<file path="src/hdl/tetris_pkg.sv">
`default_nettype none

package tetris_pkg;

  ////////////////////////////////////////
  // screen geometry

  typedef logic [9:0] coord_t;

  localparam coord_t CELL_PX    = 10'd20;
  localparam coord_t DIVIDER_X  = 10'd320;
  localparam int     BOARD_COLS = 16;
  localparam int     BOARD_ROWS = 24;

  // score boxes, counted in cells
  localparam coord_t DIGIT_COL0 [3] = '{10'd19, 10'd23, 10'd27};
  localparam coord_t DIGIT_ROW0     = 10'd1;
  localparam coord_t DIGIT_W        = 10'd3;
  localparam coord_t DIGIT_H        = 10'd5;

  ////////////////////////////////////////
  // colour and board storage

  // blue in the high byte, red in the low byte
  typedef logic [23:0] bgr_t;

  localparam bgr_t FILL_COLOR = 24'h00ff00;

  typedef logic [BOARD_COLS-1:0] board_row_t;
  typedef board_row_t [BOARD_ROWS-1:0] board_t;
  typedef logic [3:0] digit_t;

  // board rows sit at 4*n below this
  localparam logic [7:0] ADDR_SCORE = 8'h60;

  typedef enum logic [2:0] {
    REG_NONE,
    REG_BOARD,
    REG_DIVIDER,
    REG_DIGIT0,
    REG_DIGIT1,
    REG_DIGIT2
  } region_e;

  ////////////////////////////////////////
  // 3x5 digit glyphs, bit (row*3 + col), each row is {col2, col1, col0}

  typedef logic [14:0] font_t;

  localparam font_t FONT [10] = '{
    15'b111_101_101_101_111,
    15'b010_010_010_010_010,
    15'b111_001_111_100_111,
    15'b111_100_111_100_111,
    15'b100_100_111_101_101,
    15'b111_100_111_001_111,
    15'b111_101_111_001_111,
    15'b100_100_100_100_111,
    15'b111_101_111_101_111,
    15'b111_100_111_101_111
  };

endpackage

`default_nettype wire
</file>
<file path="src/hdl/raster_if.sv">
`timescale 1ns/1ps
`default_nettype none

// one pixel on its way down the raster pipeline
interface raster_if
  import tetris_pkg::*;
();

  coord_t  x;
  coord_t  y;
  logic    hs;
  logic    vs;
  logic    blank_n;
  region_e in_region;
  coord_t  cell_col;
  coord_t  cell_row;

  modport src (
    output x, y, hs, vs, blank_n, in_region, cell_col, cell_row
  );

  modport dst (
    input x, y, hs, vs, blank_n, in_region, cell_col, cell_row
  );

endinterface

`default_nettype wire

</file>
<file path="src/hdl/tetris_display.sv">
`timescale 1ns/1ps
`default_nettype none

module tetris_display
  import tetris_pkg::*;
#(
  parameter int   H_ACTIVE = 640,
  parameter int   H_FRONT  = 16,
  parameter int   H_SYNC   = 96,
  parameter int   H_BACK   = 48,
  parameter int   V_ACTIVE = 480,
  parameter int   V_FRONT  = 10,
  parameter int   V_SYNC   = 2,
  parameter int   V_BACK   = 33,
  parameter bgr_t BG_COLOR = 24'h202020
) (
  input  wire         iVGA_CLK,
  input  wire         iRST_n,
  input  wire  [7:0]  paddr,
  input  wire         psel,
  input  wire         penable,
  input  wire         pwrite,
  input  wire  [31:0] pwdata,
  output logic [31:0] prdata,
  output logic        pready,
  output logic        pslverr,
  output logic        hs,
  output logic        vs,
  output logic        blank_n,
  output logic [7:0]  r_data,
  output logic [7:0]  g_data,
  output logic [7:0]  b_data
);

  board_t       board;
  digit_t [2:0] digits;
  bgr_t         color;

  raster_if ras_t ();
  raster_if ras_c ();

  ////////////////////////////////////////
  // raster pipeline, two stages behind the counters

  video_timing #(
    .H_ACTIVE (H_ACTIVE),
    .H_FRONT  (H_FRONT),
    .H_SYNC   (H_SYNC),
    .H_BACK   (H_BACK),
    .V_ACTIVE (V_ACTIVE),
    .V_FRONT  (V_FRONT),
    .V_SYNC   (V_SYNC),
    .V_BACK   (V_BACK)
  ) video_timing_i (
    .iVGA_CLK (iVGA_CLK),
    .iRST_n   (iRST_n),
    .ras      (ras_t)
  );

  cell_locator cell_locator_i (
    .iVGA_CLK (iVGA_CLK),
    .iRST_n   (iRST_n),
    .ras_in   (ras_t),
    .ras_out  (ras_c)
  );

  pixel_shader #(
    .BG_COLOR (BG_COLOR)
  ) pixel_shader_i (
    .iVGA_CLK (iVGA_CLK),
    .iRST_n   (iRST_n),
    .ras_in   (ras_c),
    .board    (board),
    .digits   (digits),
    .hs       (hs),
    .vs       (vs),
    .blank_n  (blank_n),
    .color    (color)
  );

  ////////////////////////////////////////
  // host side

  playfield_regs playfield_regs_i (
    .iVGA_CLK (iVGA_CLK),
    .iRST_n   (iRST_n),
    .paddr    (paddr),
    .psel     (psel),
    .penable  (penable),
    .pwrite   (pwrite),
    .pwdata   (pwdata),
    .prdata   (prdata),
    .pready   (pready),
    .pslverr  (pslverr),
    .board    (board),
    .digits   (digits)
  );

  assign b_data = color[23:16];
  assign g_data = color[15:8];
  assign r_data = color[7:0];

endmodule

`default_nettype wire

</file>
<file path="src/hdl/pixel_shader.sv">
`timescale 1ns/1ps
`default_nettype none

module pixel_shader
  import tetris_pkg::*;
#(
  parameter bgr_t BG_COLOR = 24'h202020
) (
  input  wire          iVGA_CLK,
  input  wire          iRST_n,
  raster_if.dst        ras_in,
  input  wire board_t  board,
  input  wire digit_t [2:0] digits,
  output logic         hs,
  output logic         vs,
  output logic         blank_n,
  output bgr_t         color
);

  localparam int ROW_W = $clog2(BOARD_ROWS);
  localparam int COL_W = $clog2(BOARD_COLS);

  coord_t ccol;
  coord_t crow;
  logic   lit;
  bgr_t   next_color;

  // glyph bit of digit d at cell (c, r), box starting at cell column c0
  function automatic logic digit_lit(digit_t d, coord_t c0, coord_t c, coord_t r);
    coord_t lcol;
    coord_t lrow;
    coord_t idx;
    font_t  glyph;
    lcol  = c - c0;
    lrow  = r - DIGIT_ROW0;
    idx   = lrow * DIGIT_W + lcol;
    glyph = FONT[d];
    return glyph[idx[3:0]];
  endfunction

  assign ccol = ras_in.cell_col;
  assign crow = ras_in.cell_row;

  always_comb begin
    case (ras_in.in_region)
      REG_BOARD:   lit = board[crow[ROW_W-1:0]][ccol[COL_W-1:0]];
      REG_DIVIDER: lit = 1'b1;
      REG_DIGIT0:  lit = digit_lit(digits[0], DIGIT_COL0[0], ccol, crow);
      REG_DIGIT1:  lit = digit_lit(digits[1], DIGIT_COL0[1], ccol, crow);
      REG_DIGIT2:  lit = digit_lit(digits[2], DIGIT_COL0[2], ccol, crow);
      default:     lit = 1'b0;
    endcase
  end

  // blanked pixels are always region none, so never lit
  always_comb begin
    if (lit) begin
      next_color = FILL_COLOR;
    end else if (ras_in.blank_n) begin
      next_color = BG_COLOR;
    end else begin
      next_color = '0;
    end
  end

  always_ff @(posedge iVGA_CLK or negedge iRST_n) begin
    if (!iRST_n) begin
      hs      <= 1'b1;
      vs      <= 1'b1;
      blank_n <= 1'b0;
      color   <= '0;
    end else begin
      hs      <= ras_in.hs;
      vs      <= ras_in.vs;
      blank_n <= ras_in.blank_n;
      color   <= next_color;
    end
  end

endmodule

`default_nettype wire

</file>
<file path="src/hdl/cell_locator.sv">
`timescale 1ns/1ps
`default_nettype none

module cell_locator
  import tetris_pkg::*;
(
  input wire    iVGA_CLK,
  input wire    iRST_n,
  raster_if.dst ras_in,
  raster_if.src ras_out
);

  coord_t  col;
  coord_t  row;
  region_e region;

  // inside the 3x5 box whose left cell column is c0
  function automatic logic in_digit(coord_t c, coord_t r, coord_t c0);
    return (c >= c0) && (c < c0 + DIGIT_W) &&
           (r >= DIGIT_ROW0) && (r < DIGIT_ROW0 + DIGIT_H);
  endfunction

  assign col = ras_in.x / CELL_PX;
  assign row = ras_in.y / CELL_PX;

  always_comb begin
    if (!ras_in.blank_n) begin
      region = REG_NONE;
    end else if (ras_in.x == DIVIDER_X) begin
      region = REG_DIVIDER;
    end else if ((ras_in.x < DIVIDER_X) && (row < coord_t'(BOARD_ROWS))) begin
      region = REG_BOARD;
    end else if (in_digit(col, row, DIGIT_COL0[0])) begin
      region = REG_DIGIT0;
    end else if (in_digit(col, row, DIGIT_COL0[1])) begin
      region = REG_DIGIT1;
    end else if (in_digit(col, row, DIGIT_COL0[2])) begin
      region = REG_DIGIT2;
    end else begin
      region = REG_NONE;
    end
  end

  // sync and region
  always_ff @(posedge iVGA_CLK or negedge iRST_n) begin
    if (!iRST_n) begin
      ras_out.hs        <= 1'b1;
      ras_out.vs        <= 1'b1;
      ras_out.blank_n   <= 1'b0;
      ras_out.in_region <= REG_NONE;
    end else begin
      ras_out.hs        <= ras_in.hs;
      ras_out.vs        <= ras_in.vs;
      ras_out.blank_n   <= ras_in.blank_n;
      ras_out.in_region <= region;
    end
  end

  always_ff @(posedge iVGA_CLK) begin
    ras_out.x        <= ras_in.x;
    ras_out.y        <= ras_in.y;
    ras_out.cell_col <= col;
    ras_out.cell_row <= row;
  end

endmodule

`default_nettype wire

</file>
<file path="src/hdl/playfield_regs.sv">
`timescale 1ns/1ps
`default_nettype none

module playfield_regs
  import tetris_pkg::*;
(
  input  wire          iVGA_CLK,
  input  wire          iRST_n,
  input  wire  [7:0]   paddr,
  input  wire          psel,
  input  wire          penable,
  input  wire          pwrite,
  input  wire  [31:0]  pwdata,
  output logic [31:0]  prdata,
  output logic         pready,
  output logic         pslverr,
  output board_t       board,
  output digit_t [2:0] digits
);

  localparam int ROW_W = $clog2(BOARD_ROWS);

  logic             access;
  logic             is_score;
  logic             addr_bad;
  logic             bcd_bad;
  logic             wr_en;
  logic [ROW_W-1:0] row_idx;

  ////////////////////////////////////////
  // decode

  assign access   = psel && penable;
  assign is_score = (paddr == ADDR_SCORE);
  assign addr_bad = (paddr[1:0] != 2'b00) || (paddr > ADDR_SCORE);
  assign bcd_bad  = (pwdata[11:8] > 4'd9) || (pwdata[7:4] > 4'd9) ||
                    (pwdata[3:0] > 4'd9);
  assign row_idx  = paddr[ROW_W+1:2];

  // zero wait states
  assign pready  = 1'b1;
  assign pslverr = access && (addr_bad || (pwrite && is_score && bcd_bad));
  assign wr_en   = access && pwrite && !pslverr;

  // read data is ready from the setup cycle on
  always_comb begin
    prdata = '0;
    if (psel && !pwrite && !addr_bad) begin
      if (is_score) begin
        prdata = {20'd0, digits[0], digits[1], digits[2]};
      end else begin
        prdata = 32'(board[row_idx]);
      end
    end
  end

  ////////////////////////////////////////
  // storage

  // digits[0] is the hundreds, leftmost on screen
  always_ff @(posedge iVGA_CLK or negedge iRST_n) begin
    if (!iRST_n) begin
      board  <= '0;
      digits <= '0;
    end else if (wr_en) begin
      if (is_score) begin
        digits[0] <= pwdata[11:8];
        digits[1] <= pwdata[7:4];
        digits[2] <= pwdata[3:0];
      end else begin
        board[row_idx] <= pwdata[BOARD_COLS-1:0];
      end
    end
  end

endmodule

`default_nettype wire

</file>
<file path="src/hdl/video_timing.sv">
`timescale 1ns/1ps
`default_nettype none

module video_timing
  import tetris_pkg::*;
#(
  parameter int H_ACTIVE = 640,
  parameter int H_FRONT  = 16,
  parameter int H_SYNC   = 96,
  parameter int H_BACK   = 48,
  parameter int V_ACTIVE = 480,
  parameter int V_FRONT  = 10,
  parameter int V_SYNC   = 2,
  parameter int V_BACK   = 33
) (
  input wire    iVGA_CLK,
  input wire    iRST_n,
  raster_if.src ras
);

  // line layout is active, front porch, sync, back porch
  localparam coord_t H_ACT      = coord_t'(H_ACTIVE);
  localparam coord_t H_SYNC_ON  = coord_t'(H_ACTIVE + H_FRONT);
  localparam coord_t H_SYNC_OFF = coord_t'(H_ACTIVE + H_FRONT + H_SYNC);
  localparam coord_t H_LAST     = coord_t'(H_ACTIVE + H_FRONT + H_SYNC + H_BACK - 1);

  localparam coord_t V_ACT      = coord_t'(V_ACTIVE);
  localparam coord_t V_SYNC_ON  = coord_t'(V_ACTIVE + V_FRONT);
  localparam coord_t V_SYNC_OFF = coord_t'(V_ACTIVE + V_FRONT + V_SYNC);
  localparam coord_t V_LAST     = coord_t'(V_ACTIVE + V_FRONT + V_SYNC + V_BACK - 1);

  coord_t h_cnt;
  coord_t v_cnt;
  logic   line_end;
  logic   frame_end;

  assign line_end  = (h_cnt == H_LAST);
  assign frame_end = line_end && (v_cnt == V_LAST);

  always_ff @(posedge iVGA_CLK or negedge iRST_n) begin
    if (!iRST_n) begin
      h_cnt <= '0;
    end else if (line_end) begin
      h_cnt <= '0;
    end else begin
      h_cnt <= h_cnt + 10'd1;
    end
  end

  always_ff @(posedge iVGA_CLK or negedge iRST_n) begin
    if (!iRST_n) begin
      v_cnt <= '0;
    end else if (frame_end) begin
      v_cnt <= '0;
    end else if (line_end) begin
      v_cnt <= v_cnt + 10'd1;
    end
  end

  assign ras.x       = h_cnt;
  assign ras.y       = v_cnt;
  assign ras.hs      = !((h_cnt >= H_SYNC_ON) && (h_cnt < H_SYNC_OFF));
  assign ras.vs      = !((v_cnt >= V_SYNC_ON) && (v_cnt < V_SYNC_OFF));
  assign ras.blank_n = (h_cnt < H_ACT) && (v_cnt < V_ACT);

  // region and cell are filled in by the locator
  assign ras.in_region = REG_NONE;
  assign ras.cell_col  = '0;
  assign ras.cell_row  = '0;

endmodule

`default_nettype wire

</file>
<file path="config.mk">
export PLATFORM = sky130hd
export DESIGN_NAME = tetris_display
export DESIGN_NICKNAME = d
export VERILOG_FILES = /design/src/hdl/tetris_pkg.sv /design/src/hdl/raster_if.sv /design/src/hdl/tetris_display.sv /design/src/hdl/pixel_shader.sv /design/src/hdl/cell_locator.sv /design/src/hdl/playfield_regs.sv /design/src/hdl/video_timing.sv
export SDC_FILE = /design/constraint.sdc
export NUM_CORES = 1
export LEC_CHECK = 0
export BUFFER_PORTS_ARGS = -buffer_cell sky130_fd_sc_hd__buf_4
export CAP_MARGIN = 20
export CORE_ASPECT_RATIO = 0.7
export CORE_MARGIN = 8
export CORE_UTILIZATION = 36
export CTS_CLUSTER_DIAMETER = 200
export DETAILED_ROUTE_END_ITERATION = 8
export PLACE_DENSITY_LB_ADDON = 0.12
export SYNTH_ARGS = -nofsm -noshare
export SYNTH_HDL_FRONTEND = slang
export SYNTH_SLANG_ARGS = --single-unit
</file>
<file path="constraint.sdc">
create_clock -name iVGA_CLK -period 6 [get_ports iVGA_CLK]
set_input_delay 0.6 -clock iVGA_CLK [delete_from_list [all_inputs] [get_ports iVGA_CLK]]
set_output_delay 0.6 -clock iVGA_CLK [all_outputs]
set_load 0.02 [all_outputs]
</file>
==> metrics.md, run 1 <==
| Metric | Value |
|---|---|
| Mean Syn Cell Area | `13.1 sq um` |
| TNS Setup | `0 ps` |
| H-tree depth | `2` |
| Routed Antenna Nets | `0` |
| FF+latch count, synth | `437` |
| RSZ-0062 raised after global routing | `no` |
| Outcome | `finished, final reports clean` |
| Die height | `238 um` |
| Die Width | `333 um` |
| Synth unique cells | `84` |
| DRT Pass-1 Iters | `5` |
| Pin count of the biggest net entering global routing | `160` |
| Gr ovfl total | `0` |
| Final worst-path cycle share | `76.9%` |
| Worst slew pin tran | `1080 ps` |
| Rel. slew slack | `27.9%` |
| Port bufs | `58` |
| Worst hold path type | `register to register` |
| Residual DRC count | `0` |
| Worst setup EP type | `register` |
| Routability cong. | `0.803` |
| Initial Util | `36.3%` |
| Latest clock arrival within the worst-skew pair | `610 ps` |
| Cell count after synthesis | `1933` |
| CTS tree | `done` |
| Critical Path AT | `5100 ps` |
| Clock transition at path regs | `60 ps` |
| Drt initial violations | `1286` |
| Hold Fails Final Rpt | `0` |
| Final Critical Period | `4610 ps` |
| Core Rows | `81` |
| CP Class | `register to register` |
| Wire per inst | `27.1 um` |
| Setup Buffers After CTS | `0` |
| Max-slew violations | `0` |
| Leakage | `12.2 nW` |
| Worst-path fanout max | `21` |
| Vias in the first global route | `16935` |
| Max Fclk | `217 MHz` |
| DP Wirelength | `50000 um` |
| EDFF count, synth | `0` |
| CP Launch Type | `register` |
| Power per standard cell area | `228 mW/mm^2` |
| Register area share after synthesis | `43.0%` |
| Area of the die | `0.0793 sq mm` |
| Main flop type after synthesis | `dfrtp_1` |
| Vias/cell | `5.87` |
| Vias | `16729` |
| I/O pin count | `106` |
| IR drop worst, VDD | `0.176 mV` |
| Worst Clk Skew | `18.8 ps` |
| Final net count | `1971` |
| Layout cell share with drive strength beyond 1 | `41.7%` |
| Async SR Flop Fraction | `97.9%` |
| YS warnings | `0` |
| CTS Buf Count | `48` |
| Total Routed Length | `77300 um` |
| Total global-route track usage | `19.3%` |
| CTS root buffer | `clkbuf_16` |
| Area Overhead vs Synth | `10.4%` |
| Final setup fails | `0` |
| Max Cap Violations | `0` |
| First-pass GRT wire length | `117000 um` |
| CTS max path bufs | `3` |
| CTS sink count | `437` |
| Core area | `0.0697 sq mm` |
| Filler cells | `6596` |
| Antenna violations before repair | `2` |
| Worst Path Required | `6490 ps` |
| Total power | `0.00638 W` |
| Mapped Area | `0.0253 sq mm` |
==> routing by layer <==
| metal | vias up | share of wire [%] | GRT usage, % |
|---|---|---|---|
| met3 | 113 | 5.2 | 3.40 |
| met1 | 8932 | 49 | 29.4 |
| met5 | - | 0.016 | 0 |
| met2 | 428 | 43 | 28.0 |
| li1 | 7254 | - | - |
| met4 | 2 | 2.9 | 5.29 |
==> kinds of logic (layout without fill, tap and decap cells) <==
kind of cell / after synthesis / count (layout) / synth area share (%)
adders and majority gates: 32 / 32 / 1.63
other: 2 / 32 / 0.0296
buffers and inverters: 257 / 231 / 4.96
DFF: 437 / 437 / 43.0
xor gates and xnor gates: 31 / 31 / 1.13
AOI/OAI and AO/OA: 278 / 278 / 8.02
and+or+nand+nor: 276 / 276 / 5.67
muxes: 620 / 620 / 35.6
==> repair_timing <==
action / 4_1_cts / 5_1_grt
resized for setup: 0 / 0
hold endpoints to repair: 1 / 0
hold buffers: 1 / 0
endpoints found under the setup margin: 0 / 0
==> registers in the layout, summed over array words and instances (netlist names), 3 cells and up <==
signal and flops:
playfield_regs_i.board 384, playfield_regs_i.digits 12, video_timing_i.ras.x 10, video_timing_i.ras.y 10, cell_locator_i.ras_out.cell_row 5, cell_locator_i.ras_out.cell_col 4, cell_locator_i.ras_out.in_region 3, pixel_shader_i.color 3
==> placed cells by master (no fill, tap or decap), types with 12 or more instances in the layout <==
master / synthesis / final
a211oi_1: 13 / 13
a21oi_1: 43 / 43
a22o_1: 14 / 14
a22oi_1: 66 / 66
buf_4: 44 / 87
clkbuf_16: 0 / 49
clkbuf_8: 0 / 12
conb_1: 2 / 31
dfrtp_1: 424 / 424
ha_1: 25 / 25
inv_1: 43 / 43
mux2_2: 407 / 407
mux2i_1: 23 / 23
mux4_2: 183 / 183
nand2_1: 52 / 52
nand2b_1: 16 / 16
nand3_1: 14 / 14
nand4_1: 16 / 16
nor2_1: 77 / 75
nor2b_1: 20 / 18
nor3_1: 17 / 16
o21ai_0: 40 / 39
o221a_2: 12 / 12
xnor2_1: 15 / 15
xor2_1: 15 / 15
==> through the flow <==
step / utilization, % / cells / hold slack, ps / area, sq um / setup WS (ps)
floorplan: - / 1962 / 304 / 25500 / 1640
global placement: 37.7 / 2756 / 346 / 26300 / 1470
detailed placement: 37.8 / 2758 / 348 / 26400 / 1400
CTS: 40.1 / 2847 / 357 / 27900 / 1370
global route: 40.1 / 2849 / 363 / 28000 / 1050
finish: 40.1 / 2850 / 356 / 28000 / 1390
==> path summary, 6_finish.rpt <==
check | from | to | slack [ps] | depth (start not counted)
min in group asynchronous | iRST_n | playfield_regs_i.board[352] | 570 | 2
worst min register to register | cell_locator_i.ras_out.hs | pixel_shader_i.hs | 360 | 0
max in group asynchronous | iRST_n | playfield_regs_i.board[207] | 4120 | 3
worst max-delay path | cell_locator_i.ras_out.cell_row[0] | pixel_shader_i.color[5] | 1390 | 12
worst min-delay path | cell_locator_i.ras_out.hs | pixel_shader_i.hs | 360 | 0
worst max register to register | cell_locator_i.ras_out.cell_row[0] | pixel_shader_i.color[5] | 1390 | 12
==> synth_stat cells (5+ instances only) <==
master / count / share of area [%]
dfxtp_1: 9 / 0.71
o221a_2: 12 / 0.53
and3_1: 6 / 0.15
inv_1: 43 / 0.64
ha_1: 25 / 1.2
buf_2: 35 / 0.69
a211oi_1: 13 / 0.39
mux2i_1: 23 / 0.91
nand3_1: 14 / 0.28
a22o_1: 14 / 0.48
mux4_2: 183 / 16
a21oi_1: 43 / 0.85
a221oi_1: 8 / 0.28
nor3_1: 17 / 0.34
a31oi_1: 11 / 0.27
xnor2_1: 15 / 0.52
o21ai_0: 40 / 0.79
buf_6: 5 / 0.22
nand2b_1: 16 / 0.39
nand2_1: 52 / 0.77
buf_4: 44 / 1.3
nor2_1: 77 / 1.1
nand4_1: 16 / 0.39
nor3b_1: 8 / 0.24
nor2b_1: 20 / 0.49
buf_1: 24 / 0.36
xor2_1: 15 / 0.52
nor4_1: 7 / 0.17
nand3b_1: 11 / 0.33
mux2_1: 7 / 0.31
and2_1: 11 / 0.27
a221oi_2: 5 / 0.30
clkbuf_1: 100 / 1.5
dfrtp_1: 424 / 42
o31ai_1: 5 / 0.15
a22oi_1: 66 / 2.0
mux2_2: 407 / 18
==> worst max-delay path: stages, from the launching register on <==
cell	delay (ps)
dfxtp_4	640
inv_1	200
ha_1	370
xor2_1	180
ha_1	310
ha_1	730
mux2_2	410
a221oi_1	310
a2111oi_0	120
o311a_1	390
a2111oi_0	490
nor4_2	150
and2_1	180
==> layout make-up <==
type	count	area, sq um	share of cell area, %
antenna	1	2.50	0.00894
inverter	45	169	0.604
multi-input combinational	1268	13300	47.6
clock inverter	17	154	0.550
tap	913	1140	4.08
sequential	437	10900	39.0
timing repair buffer	98	855	3.05
clock buffer	71	1430	5.11
==> report_power, final <==
group	leakage (nW)	switching, W	total [W]	internal (W)
logic	5.44	0.000229	0.000331	0.000102
clock network	0.779	0.00132	0.00305	0.00174
registers	5.99	0.0000215	0.00300	0.00298
total	12.2	0.00157	0.00638	0.00481
Power figures use the tool's default switching activity.
==> run 2, diff against run 1 <==
==> constraint.sdc (replaced) <==
create_clock -name iVGA_CLK -period 3.8 [get_ports iVGA_CLK]
set_input_delay 0.38 -clock iVGA_CLK [delete_from_list [all_inputs] [get_ports iVGA_CLK]]
set_output_delay 0.38 -clock iVGA_CLK [all_outputs]
set_load 0.02 [all_outputs]
==> metrics.md, run 2 (synthesized netlist as in run 1, its figures left out) <==
| Metric | Value |
|---|---|
| Final Critical Period | `3570 ps (-1040 ps)` |
| Worst Path Required | `4280 ps (-2210 ps)` |
| Area Overhead vs Synth | `11.9%` |
| DP Wirelength | `52000 um (+4.0%)` |
| CTS tree | `done` |
| Placed insts | `2801 (+1.6%)` |
| DRT Pass-1 Iters | `5 (unchanged)` |
| Outcome | `finished, final reports clean` |
| Critical Path Max Stage Delay | `640 ps (-90 ps)` |
| Latest clock arrival within the worst-skew pair | `610 ps (about the same)` |
| Core Rows | `81 (unchanged)` |
| Core area | `0.0697 sq mm (unchanged)` |
| Pin count of the biggest net entering global routing | `93 (-42%)` |
| Fin worst setup slack | `226 ps (-1160 ps)` |
| Largest reg by FF count | `playfield_regs_i.board` |
| RSZ-0062 raised after global routing | `no` |
| Slowest-stage cell, CP | `fa_2` |
| Port bufs | `58 (unchanged)` |
| Total global-route track usage | `19.2% (-0.11 points)` |
| Rel. slew slack | `45.6% (+18 points)` |
| Leakage | `12.4 nW (+1.6%)` |
| Largest register FFs | `384 (unchanged)` |
| Vias | `16866 (+0.82%)` |
| Routed Antenna Nets | `0 (unchanged)` |
| CP Cell Sequence | `inv_2, ha_4, xor2_1, fa_1, ha_1, fa_2, inv_1, nor4_1, o21ai_1, o311a_1, a2111oi_2, nor4_2, and2_1` |
| Drt initial violations | `1267 (-1.5%)` |
| Total power | `0.0101 W (+58%)` |
| Clock transition at path regs | `60 ps (about the same)` |
| Max Cap Violations | `0 (unchanged)` |
| Final net count | `2012 (+2.1%)` |
| CTS root buffer | `clkbuf_16` |
| Critical Path AT | `4050 ps (-1050 ps)` |
| Wire per inst | `26.8 um (-1.3%)` |
| Worst slew pin tran | `809 ps (-269 ps)` |
| Worst setup EP type | `register` |
| Antenna violations before repair | `3 (+1)` |
| Final non-filler cell total | `2888 (+1.3%)` |
| Die Width | `333 um (unchanged)` |
| CTS max path bufs | `3 (unchanged)` |
| IR drop worst, VDD | `0.309 mV (+75%)` |
| Final worst-path cycle share | `94.1% (+17 points)` |
| CP Launch Type | `register` |
| Hold Fails Final Rpt | `0 (unchanged)` |
| Vias/cell | `5.84 (-0.51%)` |
| Worst-path fanout max | `7 (-67%)` |
| CP Class | `register to register` |
| Routability cong. | `0.795 (-1.0%)` |
| Initial Util | `36.3% (unchanged)` |
| Setup Buffers After CTS | `0 (unchanged)` |
| Residual DRC count | `0 (unchanged)` |
| Gr ovfl total | `0 (unchanged)` |
| Setup WS pre-CTS | `258 ps (-1140 ps)` |
| Most frequent cells in the layout | `424 x dfrtp_1, 407 x mux2_2, 183 x mux4_2` |
| H-tree depth | `2 (unchanged)` |
| Final setup fails | `0 (unchanged)` |
| CTS Buf Count | `48 (unchanged)` |
| Leading cell type in the layout, fill and taps excluded | `dfrtp_1` |
| Worst hold path type | `input port to register` |
| Worst Clk Skew | `19.9 ps (+1.16 ps)` |
| Max-slew violations | `0 (unchanged)` |
| I/O pin count | `106 (unchanged)` |
| Top Family by Delay on Critical Path | `adder cells` |
| CTS sink count | `437 (unchanged)` |
| Vias in the first global route | `17080 (+0.86%)` |
| Largest regs | `playfield_regs_i.board (384), playfield_regs_i.digits (12)` |
| Max Fclk | `280 MHz (+29%)` |
| TNS Setup | `0 ps (unchanged)` |
| First-pass GRT wire length | `116000 um (-0.28%)` |
| Power per standard cell area | `355 mW/mm^2 (+56%)` |
| Layout cell share with drive strength beyond 1 | `43.0% (+1.3 points)` |
| Buffers & Inverters on Critical Path | `2 (+1)` |
| Total Routed Length | `77300 um (about the same)` |
| Die height | `238 um (unchanged)` |
| Area of the die | `0.0793 sq mm (unchanged)` |
-- run 2: changes by cell type in the layout (fill, tap and decap cells not counted), moves of 3 or more --
cell        change
buf_4          +37
buf_12          +8
clkinv_2        -4
clkinvlp_4      -3
-- run 2: through the flow --
step / cell area, sq um / hold slack [ps] / util, %
after global routing: 28400 / 272 / 40.7
after CTS: 28400 / 227 / 40.7
after global placement: 26800 / 346 / 38.4
final: 28400 / 280 / 40.7
after detailed placement: 26800 / 348 / 38.4
after floorplan: 25500 / 84.4 / -
-- run 2: cell type report --
type | count | area, sq um
Clock buffer | 75 | 1460
Tap cell | 913 | 1140
Antenna cell | 1 | 2.50
Sequential cell | 437 | 10900
Multi-Input combinational cell | 1268 | 13400
Inverter | 45 | 169
Fill cell | 6522 | 41400
Clock inverter | 10 | 111
Timing Repair Buffer | 139 | 1210
-- run 2: routing by layer --
layer  vias up  global-route usage [%]  wire (um)
met4         2                    3.87       1250
met5         -                       0          9
li1       7335                       -          -
met2       424                    28.5      33700
met1      9011                    29.1      38100
met3        94                    3.79       4240
-- run 2: worst paths after layout --
check                                                    from                          end  slack, ps  cells after the start
hold / removal                                     pwdata[12]   playfield_regs_i.board[28]        280                      2
min in group asynchronous                              iRST_n  playfield_regs_i.board[256]        420                      2
setup / recovery           cell_locator_i.ras_out.cell_row[0]      pixel_shader_i.color[5]        230                     13
hold reg to reg                     cell_locator_i.ras_out.hs            pixel_shader_i.hs        360                      0
setup reg to reg           cell_locator_i.ras_out.cell_row[0]      pixel_shader_i.color[5]        230                     13
max in group asynchronous                              iRST_n    cell_locator_i.ras_out.vs       2320                      3
-- run 2: power breakdown --
group,switching (W),leakage (nW),total [W],internal (W)
logic,0.000369,5.64,0.000544,0.000175
clock network,0.00203,0.780,0.00480,0.00277
registers,0.0000344,5.99,0.00473,0.00470
-- run 2: what timing repair did --
action,4_1_cts,5_1_grt
endpoints found under the setup margin,0,1
hold endpoints to repair,78,0
hold buffers,1,0
resized for setup,0,1
==> run 3, diff against run 2 <==
==> constraint.sdc (replaced) <==
create_clock -name iVGA_CLK -period 3.9 [get_ports iVGA_CLK]
set_input_delay 0.39 -clock iVGA_CLK [delete_from_list [all_inputs] [get_ports iVGA_CLK]]
set_output_delay 0.39 -clock iVGA_CLK [all_outputs]
set_load 0.02 [all_outputs]
==> metrics.md, run 3 (synthesized netlist as in run 1, its figures left out) <==
| Metric | Value |
|---|---|
| Die Width | `333 um (unchanged)` |
| Worst Path Required | `4390 ps (+110 ps)` |
| Largest regs | `playfield_regs_i.board (384), playfield_regs_i.digits (12)` |
| Outcome | `finished, final reports clean` |
| CTS tree | `done` |
| Antenna violations before repair | `5 (+2)` |
| First-pass GRT wire length | `117000 um (+0.36%)` |
| Initial Util | `36.3% (unchanged)` |
| Wire per inst | `26.8 um (+0.14%)` |
| CTS Buf Count | `47 (-2.1%)` |
| Total global-route track usage | `19.3% (+0.057 points)` |
| I/O pin count | `106 (unchanged)` |
| Routability cong. | `0.814 (+2.4%)` |
| Reg2reg setup slack | `210 ps (about the same)` |
| Residual DRC count | `0 (unchanged)` |
| Clock transition at path regs | `60 ps (about the same)` |
| Gr ovfl total | `0 (unchanged)` |
| CTS root buffer | `clkbuf_16` |
| Final Critical Period | `3690 ps (+112 ps)` |
| Filler cells | `6522 (unchanged)` |
| Largest reg by FF count | `playfield_regs_i.board` |
| Die height | `238 um (unchanged)` |
| FF-to-FF End | `pixel_shader_i.color[5]` |
| Routed Antenna Nets | `0 (unchanged)` |
| Worst hold path type | `input port to register` |
| CP Launch Type | `register` |
| Worst setup EP type | `register` |
| Fin worst setup slack | `214 ps (-12.1 ps)` |
| CP Class | `register to register` |
| Worst slew pin tran | `839 ps (+29.4 ps)` |
| TNS Setup | `0 ps (unchanged)` |
| R2r worst-path depth | `14 (+1)` |
| Most frequent cells in the layout | `424 x dfrtp_1, 407 x mux2_2, 183 x mux4_2` |
| Worst r2r src | `cell_locator_i.ras_out.cell_row[0]` |
| CTS max path bufs | `3 (unchanged)` |
| N_diodes | `0 (-1)` |
| Area of the die | `0.0793 sq mm (unchanged)` |
| IR drop worst, VDD | `0.283 mV (-8.1%)` |
| RSZ-0062 raised after global routing | `no` |
| Min-delay src | `pwdata[14]` |
| Max Cap Violations | `0 (unchanged)` |
| DP Wirelength | `51200 um (-1.4%)` |
| Final net count | `2006 (-0.30%)` |
| Core Rows | `81 (unchanged)` |
| Port bufs | `58 (unchanged)` |
| Area Overhead vs Synth | `11.4%` |
| Max-slew violations | `0 (unchanged)` |
| Drt initial violations | `1265 (-0.16%)` |
| Vias in the first global route | `17079 (-0.0059%)` |
| Worst Clk Skew | `13.7 ps (-6.19 ps)` |
| Critical Path AT | `4180 ps (+130 ps)` |
| Worst-path fanout max | `5 (-2)` |
| Power per standard cell area | `344 mW/mm^2 (-3.1%)` |
| H-tree depth | `2 (unchanged)` |
| Total power | `0.00972 W (-3.5%)` |
| Worst hold endpoint | `playfield_regs_i.board[30]` |
| Final worst-path cycle share | `94.5% (+0.46 points)` |
| Hold path depth | `2 (unchanged)` |
| Latest clock arrival within the worst-skew pair | `600 ps (about the same)` |
| Layout cell share with drive strength beyond 1 | `42.6% (-0.41 points)` |
| Vias/cell | `5.83 (-0.26%)` |
| Hold Fails Final Rpt | `0 (unchanged)` |
| Largest register FFs | `384 (unchanged)` |
| Vias | `16776 (-0.53%)` |
| Leakage | `12.4 nW (-0.41%)` |
| Rel. slew slack | `43.5% (-2.1 points)` |
| Final setup fails | `0 (unchanged)` |
| CTS sink count | `437 (unchanged)` |
| Leading cell type in the layout, fill and taps excluded | `dfrtp_1` |
| Pin count of the biggest net entering global routing | `107 (+15%)` |
| Core area | `0.0697 sq mm (unchanged)` |
| Setup WS pre-CTS | `146 ps (-112 ps)` |
| DRT Pass-1 Iters | `5 (unchanged)` |
| Max Fclk | `271 MHz (-3.0%)` |
| Total Routed Length | `77200 um (-0.14%)` |
[run 3: report_power, final]
part | switching [W] | internal (W) | total (W)
logic | 0.000354 | 0.000166 | 0.000520
clock network | 0.00195 | 0.00264 | 0.00459
registers | 0.0000332 | 0.00458 | 0.00461
total | 0.00234 | 0.00739 | 0.00972
[run 3: worst max-delay path by stage]
| stage | start | endpoint | slack (ps) | depth (start not counted) |
|---|---|---|---|---|
| 2_1_floorplan | cell_locator_i.ras_out.cell_row[0] | pixel_shader_i.color[5] | 7 | 19 |
| 3_3_place_gp | cell_locator_i.ras_out.cell_row[0] | pixel_shader_i.color[5] | 150 | 16 |
| 3_5_place_dp | cell_locator_i.ras_out.cell_row[0] | pixel_shader_i.color[5] | 150 | 16 |
| 4_1_cts | cell_locator_i.ras_out.cell_row[0] | pixel_shader_i.color[5] | 120 | 16 |
| 5_1_grt | cell_locator_i.ras_out.cell_row[0] | pixel_shader_i.color[5] | 20 | 14 |
| 6_report | cell_locator_i.ras_out.cell_row[0] | pixel_shader_i.color[5] | 210 | 14 |
[run 3: critical path, cell delays in order, from the launching register on]
cell and delay [ps]:
dfxtp_4 350, inv_1 150, ha_4 190, xor2_1 180, fa_1 470, ha_1 320
fa_2 640, nor2_1 80, o221ai_1 70, o41ai_1 120, o311a_1 320, a2111oi_2 320
nor4_2 60, buf_4 170, and2_1 140
[run 3: routing by layer]
layer | GRT usage, % | part of all wire [%] | wire [um]
met3 | 3.51 | 5.3 | 4120
met2 | 28.0 | 43 | 33100
met5 | 0 | 0.017 | 13
met1 | 29.3 | 49 | 38100
met4 | 5.03 | 2.4 | 1820
[run 3: per-stage QoR]
step	util, %	std cells	instance area, sq um	hold WS, ps
6_report	40.5	2880	28200	287
5_1_grt	40.5	2880	28200	302
2_1_floorplan	-	1962	25500	94.4
3_5_place_dp	38.2	2795	26700	349
4_1_cts	40.5	2879	28200	242
3_3_place_gp	38.2	2795	26700	346
[run 3: layout make-up]
type	count	area, sq um	area share, %
multi-input combinational	1268	13400	47.3
sequential	437	10900	38.6
clock buffer	77	1480	5.25
tap	913	1140	4.05
timing repair buffer	134	1130	4.01
inverter	45	169	0.598
clock inverter	6	58.8	0.208
[run 3: what timing repair did]
| item | CTS | global route |
|---|---|---|
| hold buffers | 1 | 0 |
| hold endpoints to repair | 75 | 0 |
| gates resized for setup | 0 | 2 |
| buffers inserted | 0 | 1 |
| endpoints found under the setup margin | 0 | 1 |
